File: config.mk
export PLATFORM = sky130hd
export DESIGN_NAME = mul_top
export DESIGN_NICKNAME = d
export VERILOG_FILES = /design/src/rtl/mul_pkg.sv /design/src/rtl/booth_recoder.sv /design/src/rtl/oprd_sign.sv /design/src/rtl/zero_det.sv /design/src/rtl/booth_accum.sv /design/src/rtl/mul_ctrl.sv /design/src/rtl/mul_top.sv
export VERILOG_INCLUDE_DIRS = /design/src /design/src/include
export SDC_FILE = /design/constraint.sdc
export NUM_CORES = 1
export LEC_CHECK = 0
export ABC_AREA = 0
export BUFFER_PORTS_ARGS = -buffer_cell sky130_fd_sc_hd__buf_2
export CORE_AREA = 2 2 168 170
export CTS_CLUSTER_DIAMETER = 200
export CTS_CLUSTER_SIZE = 14
export DETAILED_ROUTE_END_ITERATION = 6
export DIE_AREA = 0 0 170 172
export PLACE_DENSITY = 0.69
export SYNTH_ARGS = -nofsm -noshare
export SYNTH_HDL_FRONTEND = slang
export SYNTH_SLANG_ARGS = --single-unit
File: constraint.sdc
create_clock -name clk -period 9.6 [get_ports clk]
set_clock_uncertainty 0.1 [all_clocks]
set_input_delay 2.88 -clock clk [delete_from_list [all_inputs] [get_ports clk]]
set_output_delay 2.88 -clock clk [all_outputs]
set_load 0.005 [all_outputs]
File: src/include/mul_cfg.svh
/*
  multiplier configuration
  operand width, Booth digit count and bits retired per step
*/
`ifndef MUL_CFG_SVH
`define MUL_CFG_SVH

// one machine word per operand
`define MUL_WIDTH 32

// magnitude is zero-extended to 34 bits so an unsigned top bit recodes right,
// which gives 17 radix-4 digits
`define MUL_STEPS 17

// bits retired by each Booth step
`define BOOTH_BITS 2

`endif

File: src/rtl/mul_pkg.sv
/*
  multiplier types
  operand, product, Booth digit, request and operand info structs
*/
`include "mul_cfg.svh"

package mul_pkg;

  // one signed or unsigned word
  typedef logic [`MUL_WIDTH-1:0] oprd_t;

  // full double-word product
  typedef logic [2*`MUL_WIDTH-1:0] prod_t;

  // radix-4 digit, zero when neither one nor two is set
  typedef struct packed {
    logic one;
    logic two;
    logic neg;
  } booth_t;

  typedef struct packed {
    oprd_t a;
    oprd_t b;
  } mul_req_t;

  // unsigned magnitudes plus the sign the product must carry
  typedef struct packed {
    oprd_t mag_a;
    oprd_t mag_b;
    logic  out_sign;
  } oprd_info_t;

endpackage

File: src/rtl/booth_recoder.sv
/*
  radix-4 Booth recoder
  maps a multiplier bit pair and the bit below it to a digit in -2..+2
*/
`timescale 1ns/1ps
`include "mul_cfg.svh"

module booth_recoder (
  input  logic [`BOOTH_BITS:0] bits,
  output mul_pkg::booth_t      digit
);

  // bits = {pair, previous bit}
  always_comb begin
    digit = '0;
    case (bits)
      3'b001,
      3'b010: begin
        digit.one = 1'b1;
      end
      3'b011: begin
        digit.two = 1'b1;
      end
      3'b100: begin
        digit.two = 1'b1;
        digit.neg = 1'b1;
      end
      3'b101,
      3'b110: begin
        digit.one = 1'b1;
        digit.neg = 1'b1;
      end
      // 000 and 111 both add nothing
      default: begin
        digit = '0;
      end
    endcase
  end

endmodule

File: src/rtl/oprd_sign.sv
/*
  operand complementor and sign bit
  captures both operand magnitudes and the product sign on load
*/
`timescale 1ns/1ps
`include "mul_cfg.svh"

module oprd_sign (
  input  logic                clk,
  input  logic                rst_n,
  input  logic                load,
  input  mul_pkg::mul_req_t   operands,
  output mul_pkg::oprd_info_t info
);
  import mul_pkg::*;

  oprd_t mag_a;
  oprd_t mag_b;
  logic  sign_a;
  logic  sign_b;

  // two's complement when the top bit is set
  // the most negative value maps onto itself and reads as 2**(w-1) unsigned
  function automatic oprd_t magnitude(oprd_t v);
    oprd_t inv_inc;
    inv_inc = ~v + 1'b1;
    return v[`MUL_WIDTH-1] ? inv_inc : v;
  endfunction

  assign sign_a = operands.a[`MUL_WIDTH-1];
  assign sign_b = operands.b[`MUL_WIDTH-1];
  assign mag_a  = magnitude(operands.a);
  assign mag_b  = magnitude(operands.b);

  always_ff @(posedge clk or negedge rst_n) begin
    if (!rst_n) begin
      info <= '0;
    end else if (load) begin
      info.mag_a    <= mag_a;
      info.mag_b    <= mag_b;
      info.out_sign <= sign_a ^ sign_b;
    end
  end

endmodule

File: src/rtl/zero_det.sv
/*
  operand zero detect
  flags a zero in either operand so control can skip the iteration
*/
`timescale 1ns/1ps

module zero_det (
  input  logic              clk,
  input  logic              rst_n,
  input  logic              load,
  input  mul_pkg::mul_req_t operands,
  output logic              any_zero
);

  logic a_is0;
  logic b_is0;

  // a zero flag per operand
  always_ff @(posedge clk or negedge rst_n) begin
    if (!rst_n) begin
      a_is0 <= 1'b0;
      b_is0 <= 1'b0;
    end else if (load) begin
      a_is0 <= (operands.a == '0);
      b_is0 <= (operands.b == '0);
    end
  end

  assign any_zero = a_is0 | b_is0;

endmodule

File: src/rtl/booth_accum.sv
/*
  Booth accumulator
  adds one radix-4 multiple of mag_a per step, shifts the partial product
  right two bits and applies the output sign when finished
*/
`timescale 1ns/1ps
`include "mul_cfg.svh"

module booth_accum (
  input  logic                clk,
  input  logic                rst_n,
  input  logic                load,
  input  logic                step,
  input  logic                clr_prod,
  input  logic                finish,
  input  mul_pkg::oprd_info_t info,
  output mul_pkg::prod_t      result
);
  import mul_pkg::*;

  // two guard bits keep the running sum of +-2*mag_a from overflowing
  localparam int ACC_W  = `MUL_WIDTH + 2;
  localparam int MPLR_W = `MUL_STEPS * `BOOTH_BITS;

  logic signed [ACC_W-1:0]  sum;
  logic signed [ACC_W-1:0]  sum_nxt;
  logic signed [ACC_W-1:0]  addend;
  logic [ACC_W-1:0]         mag_ext;
  logic [ACC_W-1:0]         multiple;
  logic [MPLR_W-1:0]        mplr;
  logic [ACC_W+MPLR_W-1:0]  full;
  logic                     prev;
  logic                     load_q;
  booth_t                   digit;
  prod_t                    prod_mag;

  booth_recoder u_recoder (
    .bits  ({mplr[`BOOTH_BITS-1:0], prev}),
    .digit (digit)
  );

  // select 0, A or 2A, then negate for the upper half of the table
  always_comb begin
    mag_ext = ACC_W'(info.mag_a);
    if (digit.two) begin
      multiple = mag_ext << 1;
    end else if (digit.one) begin
      multiple = mag_ext;
    end else begin
      multiple = '0;
    end
    addend  = digit.neg ? -multiple : multiple;
    sum_nxt = sum + addend;
  end

  // the multiplier register doubles as the low half of the product
  assign full     = {sum, mplr};
  assign prod_mag = full[2*`MUL_WIDTH-1:0];

  // magnitudes land one cycle after load, so start from the delayed strobe
  always_ff @(posedge clk) begin
    if (load_q) begin
      sum  <= '0;
      mplr <= MPLR_W'(info.mag_b);
      prev <= 1'b0;
    end else if (step) begin
      // arithmetic funnel shift of {sum, mplr} by two
      sum  <= {{`BOOTH_BITS{sum_nxt[ACC_W-1]}}, sum_nxt[ACC_W-1:`BOOTH_BITS]};
      mplr <= {sum_nxt[`BOOTH_BITS-1:0], mplr[MPLR_W-1:`BOOTH_BITS]};
      prev <= mplr[`BOOTH_BITS-1];
    end
  end

  always_ff @(posedge clk or negedge rst_n) begin
    if (!rst_n) begin
      load_q <= 1'b0;
      result <= '0;
    end else begin
      load_q <= load;
      if (finish) begin
        if (clr_prod) begin
          result <= '0;
        end else if (info.out_sign) begin
          result <= -prod_mag;
        end else begin
          result <= prod_mag;
        end
      end
    end
  end

endmodule

File: src/rtl/mul_ctrl.sv
/*
  multiplier control
  four-phase req/ack FSM with early exit on zero and a Booth step counter
*/
`timescale 1ns/1ps
`include "mul_cfg.svh"

module mul_ctrl (
  input  logic clk,
  input  logic rst_n,
  input  logic req,
  input  logic any_zero,
  output logic load,
  output logic step,
  output logic clr_prod,
  output logic finish,
  output logic ack
);

  localparam int CNT_W = $clog2(`MUL_STEPS);

  typedef enum logic [2:0] {
    st_idle,
    st_check,
    st_iterate,
    st_finish,
    st_ack_hi
  } state_t;

  state_t           state;
  state_t           state_nxt;
  logic [CNT_W-1:0] cnt;
  logic             last_step;

  assign last_step = (cnt == CNT_W'(`MUL_STEPS - 1));

  always_comb begin
    state_nxt = state;
    case (state)
      st_idle:    if (req) state_nxt = st_check;
      // zero operand jumps straight to the result
      st_check:   state_nxt = any_zero ? st_ack_hi : st_iterate;
      st_iterate: if (last_step) state_nxt = st_finish;
      st_finish:  state_nxt = st_ack_hi;
      // hold ack until the requester lets go
      st_ack_hi:  if (!req) state_nxt = st_idle;
      default:    state_nxt = st_idle;
    endcase
  end

  always_ff @(posedge clk or negedge rst_n) begin
    if (!rst_n) begin
      state <= st_idle;
      cnt   <= '0;
    end else begin
      state <= state_nxt;
      if (state == st_iterate) begin
        cnt <= last_step ? '0 : cnt + 1'b1;
      end
    end
  end

  assign load     = (state == st_idle) && req;
  assign step     = (state == st_iterate);
  assign clr_prod = (state == st_check) && any_zero;
  assign finish   = (state == st_finish) || clr_prod;
  assign ack      = (state == st_ack_hi);

endmodule

File: src/rtl/mul_top.sv
/*
  sequential signed 32x32 multiplier
  radix-4 Booth datapath behind a four-phase req/ack handshake
*/
`timescale 1ns/1ps

module mul_top (
  input  logic              clk,
  input  logic              rst_n,
  input  logic              req,
  input  mul_pkg::mul_req_t operands,
  output logic              ack,
  output mul_pkg::prod_t    result
);
  import mul_pkg::*;

  logic       load;
  logic       step;
  logic       clr_prod;
  logic       finish;
  logic       any_zero;
  oprd_info_t info;

  mul_ctrl u_ctrl (
    .clk      (clk),
    .rst_n    (rst_n),
    .req      (req),
    .any_zero (any_zero),
    .load     (load),
    .step     (step),
    .clr_prod (clr_prod),
    .finish   (finish),
    .ack      (ack)
  );

  // both capture units sample the request on the same load strobe
  oprd_sign u_oprd_sign (
    .clk      (clk),
    .rst_n    (rst_n),
    .load     (load),
    .operands (operands),
    .info     (info)
  );

  zero_det u_zero_det (
    .clk      (clk),
    .rst_n    (rst_n),
    .load     (load),
    .operands (operands),
    .any_zero (any_zero)
  );

  booth_accum u_accum (
    .clk      (clk),
    .rst_n    (rst_n),
    .load     (load),
    .step     (step),
    .clr_prod (clr_prod),
    .finish   (finish),
    .info     (info),
    .result   (result)
  );

endmodule

======== Yosys cells after proc, flatten, opt, wreduce, memory -nomap -nowiden ========
Index checks and enable logic that the tools add are counted.
word-level totals
  register bits ........................... 207
  bits in latches ......................... 0
  RAM bits ................................ 0
  memory bits (read-only) ................. 0
  input bits .............................. 67
  memories kept ........................... 0
cells by class
  add/subtract/negate cells ............... 6
  multipliers ............................. 0
  div/mod/pow operators ................... 0
  $lt $le $gt $ge ......................... 0
  equal/unequal tests ..................... 14
  shift-type cells ........................ 0
  multiplexer cells ....................... 18
  bitwise logic cells ..................... 4
  reductions and logical operators ........ 11
operators with widths
  cell                                                                   count
  32-bit two-way mux                                                     5
  64-bit two-way mux                                                     2
  32-bit by 1-bit adder with 32-bit output, second input constant        2
  32-bit zero test                                                       2
  64-bit negator                                                         1
  32-bit inverter                                                        2
  32-bit by 34-bit adder with 34-bit output                              1
  34-bit two-way mux                                                     1
  34-bit negator                                                         1
  33-bit two-way mux                                                     1
  3-bit case mux with 5 select lines                                     1
  3-bit by 2-bit equality test with 1-bit output, second input constant  4
  3-bit equality test, second input constant                             4
  3-bit two-way mux                                                      4
  3-bit by 1-bit equality test with 1-bit output, second input constant  2
  5-bit by 1-bit adder with 5-bit output, second input constant          1
  5-bit equality test, second input constant                             1
  5-bit two-way mux                                                      1
  2-bit != test, second input constant                                   2
  4-bit OR reduction                                                     1
  3-bit zero test                                                        1
  1-bit two-way mux                                                      3
  3-bit AND reduction                                                    1
  3-bit OR reduction                                                     1
  other kinds (7)                                                        8

======== Longest topological paths before layout ========
  depth in word-level cells ............... 8
  depth in mapped cells ................... 28
  gate-level depth less buffers ........... 22

======== By module ========
Synthesis repeated with hierarchy kept, for this count alone.
second synthesis, totals
  cells, all modules ...................... 1601
  area total of the unflattened synthesis .. 14209.9 µm²
by module, submodules not included
  module         times used  cells each  area an instance (µm²)
  booth_accum    1           1013        9183.8
  oprd_sign      1           516         4322.9
  mul_ctrl       1           38          427.9
  zero_det       1           29          244.0
  booth_recoder  1           5           31.3

======== Worst setup path before layout ========
No wires, ideal clock.
  kind .................................... register to register
  start ................................... reg u_accum.prev
  end ..................................... reg u_accum.sum[31] (netlist name)
  library setup time ...................... 121 ps
  arrival ................................. 6045 ps
  slack ................................... 3334 ps
  stages on the path, launching flop included .. 28
  path buffers ............................ 6
  period minus slack after synthesis ...... 6266 ps
  path through ............................ dfxtp_1 > clkbuf_1 > clkbuf_1 > buf_1 > nor3_1 > or2_2 > clkbuf_1 > a22oi_1 > ha_1 > o21a_1 > and4_1 > or3b_2 > clkbuf_1 > nor2_1 > a21oi_1 > xnor2_1 > o221ai_1 > ha_1 > clkbuf_1 > a21oi_1 > o21ai_0 > nor2_1 > inv_1 > o221ai_1 > o21ai_0 > or4_1 > nand3_1 > mux2_2
on the way
  word-level cells in the longest chain between the ends .. 8
  elaborated cells on any way between the ends .. 17
  those cells by class .................... add/sub (2); eq/ne (6); mux (6); reduce/logical (3)
ends and longest elaborated chain
  item                                               line                 RTL
  start: declaration                                 booth_accum.sv:32    logic prev;
  start signal: assignment                           booth_accum.sv:70    prev <= mplr[`BOOTH_BITS-1];
  3-bit equality test, or another cell as far along  booth_recoder.sv:16  case (bits)
  4-bit OR reduction (no line)                       --
  1-bit two-way mux                                  booth_recoder.sv:16
  32-bit two-way mux                                 booth_accum.sv:47    end else if (digit.one) begin
  33-bit two-way mux                                 booth_accum.sv:45    if (digit.two) begin
  34-bit negator                                     booth_accum.sv:52    addend = digit.neg ? -multiple : multiple;
  34-bit two-way mux *                               booth_accum.sv:52
  32-bit by 34-bit adder with 34-bit output *        booth_accum.sv:53    sum_nxt = sum + addend;
Every way passes the cells marked *; elsewhere a longest branch is shown, timed or not.
A chain may end at the register's enable or synchronous reset.

======== Worst setup path after layout ========
  start ................................... reg u_accum.mplr[1]
  end ..................................... reg u_accum.sum[31] (netlist name)
on the way
  word-level cells in the longest chain between the ends .. 8
  elaborated cells on any way between the ends .. 17
  those cells by class .................... add/sub (2); eq/ne (6); mux (6); reduce/logical (3)
ends and longest elaborated chain
  item                                               line                 RTL
  start: declaration                                 booth_accum.sv:30    logic [MPLR_W-1:0] mplr;
  start signal: assignment                           booth_accum.sv:64    mplr <= MPLR_W'(info.mag_b);
  start signal: assignment                           booth_accum.sv:69    mplr <= {sum_nxt[`BOOTH_BITS-1:0], mplr[MPLR_W-1:`BOOTH_BITS]};
  3-bit equality test, or another cell as far along  booth_recoder.sv:16
  4-bit OR reduction (no line)                       --
  1-bit two-way mux                                  booth_recoder.sv:16
  32-bit two-way mux                                 booth_accum.sv:47
  33-bit two-way mux                                 booth_accum.sv:45
  34-bit negator                                     booth_accum.sv:52
  34-bit two-way mux *                               booth_accum.sv:52
  32-bit by 34-bit adder with 34-bit output *        booth_accum.sv:53
Marks and branches as above.

==> summary.md <==
| Metric | Value |
|---|---|
| RSZ-0062 raised after global routing | false |
| Total gr overflow | 0 |
| Period utilisation layout | 0.705 |
| FF+latch count, synth | 207 |
| Hold WS | 0.371 ns |
| Setup Viol. Count Final | 0 |
| Avg WL per Cell | 16.8 um |
| Starting DRT DRC Count | 831 |
| Vias/cell | 5.82 |
| R2r worst-path depth | 22 |
| Total wire length | 33600 um |
| Power per Cell Area | 419 nW/um^2 |
| Worst flop-to-flop path endpoint | u_accum.sum[31] |
| Number of enable flip-flop cells after synthesis | 32 |
| Gpl congestion | 0.950 |
| Worst hold path type | flop to flop |
| Reg clk slew, reported paths | 0.08 ns |
| Max-Cap Viols | 0 |
| Tightest Pin Transition | 1.06 ns |
| Post-Syn Area | 13600 um^2 |
| Worst Path Max Fanout | 20 |
| First-pass GRT wire length | 55600 um |
| Core region area | 27500 um^2 |
| CTS sink count | 207 |
| IO Port Bufs | 131 |
| Synthesis-to-layout area growth | 9.90% |
| Crit end category | flop |
| Nets | 1753 |
| Antenna Cells | 0 |
| Post-synth top cells | nand2_1 (253), o21ai_0 (214), xor2_1 (141), dfrtp_1 (140), a21oi_1 (90) |
| Reg2reg start | u_accum.mplr[1] |
| Cts bufs inserted | 18 |
| Main synth FF type | dfrtp_1 |
| Longest Clk Path Bufs | 3 |
| Fin. max-slew vios | 0 |
| Critical hold path startpoint | u_accum.result[26] |
| Post-synthesis cell count | 1579 |
| Top cells by area, synth | dfrtp_1 (26%), xor2_1 (9.1%), o21ai_0 (7.9%), edfxtp_1 (7.1%), nand2_1 (7.0%) |
| Vias in the first global route | 10770 |
| Die area | 29200 um^2 |
| Critical Path RT | 9.91 ns |
| Element type at the critical path start | flop |
| Setup slack, reg-to-reg | 2.83 ns |
| Vias | 11650 |
| Fin. Hold Viols | 0 |
| Initial Utilization | 0.494 |
| Pin count of the biggest net entering global routing | 123 |
| Setup Buffers After CTS | 0 |
| Average size of a mapped cell | 8.59 um^2 |
| Peak supply drop | 0.000151 V |
| Ys async rst share | 0.676 |
| Top-count cell post-synth | nand2_1 |
| Hold Path Sink | u_accum.result[26] |
| Drt drc | 0 |
| Post-route cell area | 14900 um^2 |
| Die width | 170 um |
| Warnings from Yosys | 0 |
| TritonCTS clock tree | built |
| Share of the synthesized area in the top cell type | 0.258 |
| IO Count | 132 |
| Post-CTS Hold Fix Bufs | 0 |
| Leak | 6.50 nW |
| Outcome | finished clean |
| Hold path depth | 2 |
| Die H | 172 um |
| Library cells used by synthesis | 67 |
| Gr usage total | 0.232 |
| Antenna violations before repair | 0 |
| 1st-pass router iterations | 5 |
| Clk root buf | clkbuf_16 |
| Row count | 61 |
| Peak Freq | 148 MHz |
| Setup TNS | 0 ns |
| Max transition margin | 0.294 |
| Pre-CTS WS | 2.97 ns |
| DPL Wire Length | 24900 um |
| Area after DPL | 14400 um^2 |
| Fin crit period | 6.77 ns |
| Share of layout cells above drive strength 1 | 0.133 |
| Register area share after synthesis | 0.381 |
| Slack of the critical path | 2.83 ns |
| H-Tree Depth | 1 |
| Yosys top cell by area | dfrtp_1 |
| Clock latency on the worst-skew pair | 0.51 ns |
| Antenna viol nets, final | 0 |
| Syn Nets | 1686 |
| Worst EP arrival | 7.08 ns |
| Critical Setup Path Class | flop to flop |
| Resized cells post-CTS | 0 |
-- where the power goes --
group	leakage, nW	internal [mW]	total (mW)	switching [mW]
clock	0.246	0.354	0.681	0.328
sequential	2.35	1.36	1.84	0.480
combinational	3.90	1.54	3.73	2.19
total	6.50	3.25	6.25	2.99
-- critical path, cell delays in order (launching register included) --
cell      delay (ns)
edfxtp_1        0.69
inv_1           0.46
nor3_1          0.24
or2_2           0.46
a22oi_1         0.23
ha_1            0.30
o21a_1          0.20
and4_1          0.27
or3b_2          0.54
nor2_1          0.22
a21oi_1         0.11
xnor2_1         0.15
o221ai_1        0.25
ha_1            0.37
a21oi_1         0.25
o21ai_0         0.15
nor2_1          0.14
inv_1           0.05
o221ai_1        0.42
o21ai_0         0.21
or4_1           0.42
nand3_1         0.10
mux2_2          0.33
-- how the worst max path moves through the flow --
stage                         start  slack [ns]               to
floorplan              u_accum.prev        3.33  u_accum.sum[31]
global placement    u_accum.mplr[1]        3.13  u_accum.sum[31]
detailed placement  u_accum.mplr[1]        2.97  u_accum.sum[31]
CTS                 u_accum.mplr[1]        2.94  u_accum.sum[31]
global route        u_accum.mplr[0]        2.44  u_accum.sum[31]
finish              u_accum.mplr[1]        2.83  u_accum.sum[31]
-- metrics by stage --
step / instances / utilization / power (mW)
floorplan: 1579 / - / 4.55
global placement: 1972 / 0.524 / 5.47
detailed placement: 1972 / 0.524 / 5.54
CTS: 2003 / 0.543 / 6.23
global route: 2003 / 0.543 / 6.81
finish: 2003 / 0.543 / 6.25
-- cells by family after synthesis --
kind of cell | after synthesis | synth area share
AO/OA/AOI/OAI | 483 | 0.217
XOR/XNOR | 192 | 0.124
adder cells (fa/ha/maj) | 40 | 0.0374
buffers and inverters | 122 | 0.0346
flip-flops | 207 | 0.381
multiplexers | 44 | 0.0357
AND/OR/NAND/NOR | 491 | 0.171
-- layout make-up --
cell class	count	area (um^2)
inverter	23	86.3
sequential	207	5170
multi-input combinational	1250	7940
clock buffer	29	492
clock inverter	2	21.3
timing repair buffer	146	774
fill	2553	12600
tap	346	433
-- state kept, by name, summed over array words and instances (netlist names), 3 cells and up --
signal and cells:
u_accum.mplr 34, u_accum.result 64, u_accum.sum 32, u_ctrl.cnt 5, u_ctrl.state 3, u_oprd_sign.info 65
-- cell usage in the layout, fill, tap and decap left out, drive strengths merged, types with 10 or more instances in the layout --
| master | n |
|---|---|
| xnor2 | 51 |
| a31oi | 10 |
| nor3 | 26 |
| a22oi | 18 |
| or3 | 30 |
| nand3 | 19 |
| xor2 | 141 |
| a221oi | 15 |
| o21ai | 220 |
| nor2 | 65 |
| clkbuf | 29 |
| a21oi | 90 |
| o41ai | 17 |
| a21o | 21 |
| inv | 22 |
| nand2b | 17 |
| buf | 146 |
| nand2 | 253 |
| o31ai | 45 |
| dfrtp | 140 |
| dfxtp | 35 |
| edfxtp | 32 |
| or4 | 29 |
| ha | 39 |
| mux2 | 35 |
-- layer usage --
| metal | global-route usage | up-vias | wire length (um) |
|---|---|---|---|
| met5 | 0 | - | 0 |
| met4 | 0.0598 | 0 | 719 |
| met3 | 0.0295 | 45 | 2170 |
| met2 | 0.358 | 364 | 14200 |
| met1 | 0.345 | 5432 | 16500 |
| li1 | - | 5809 | - |
(Power assumes the default switching activity.)
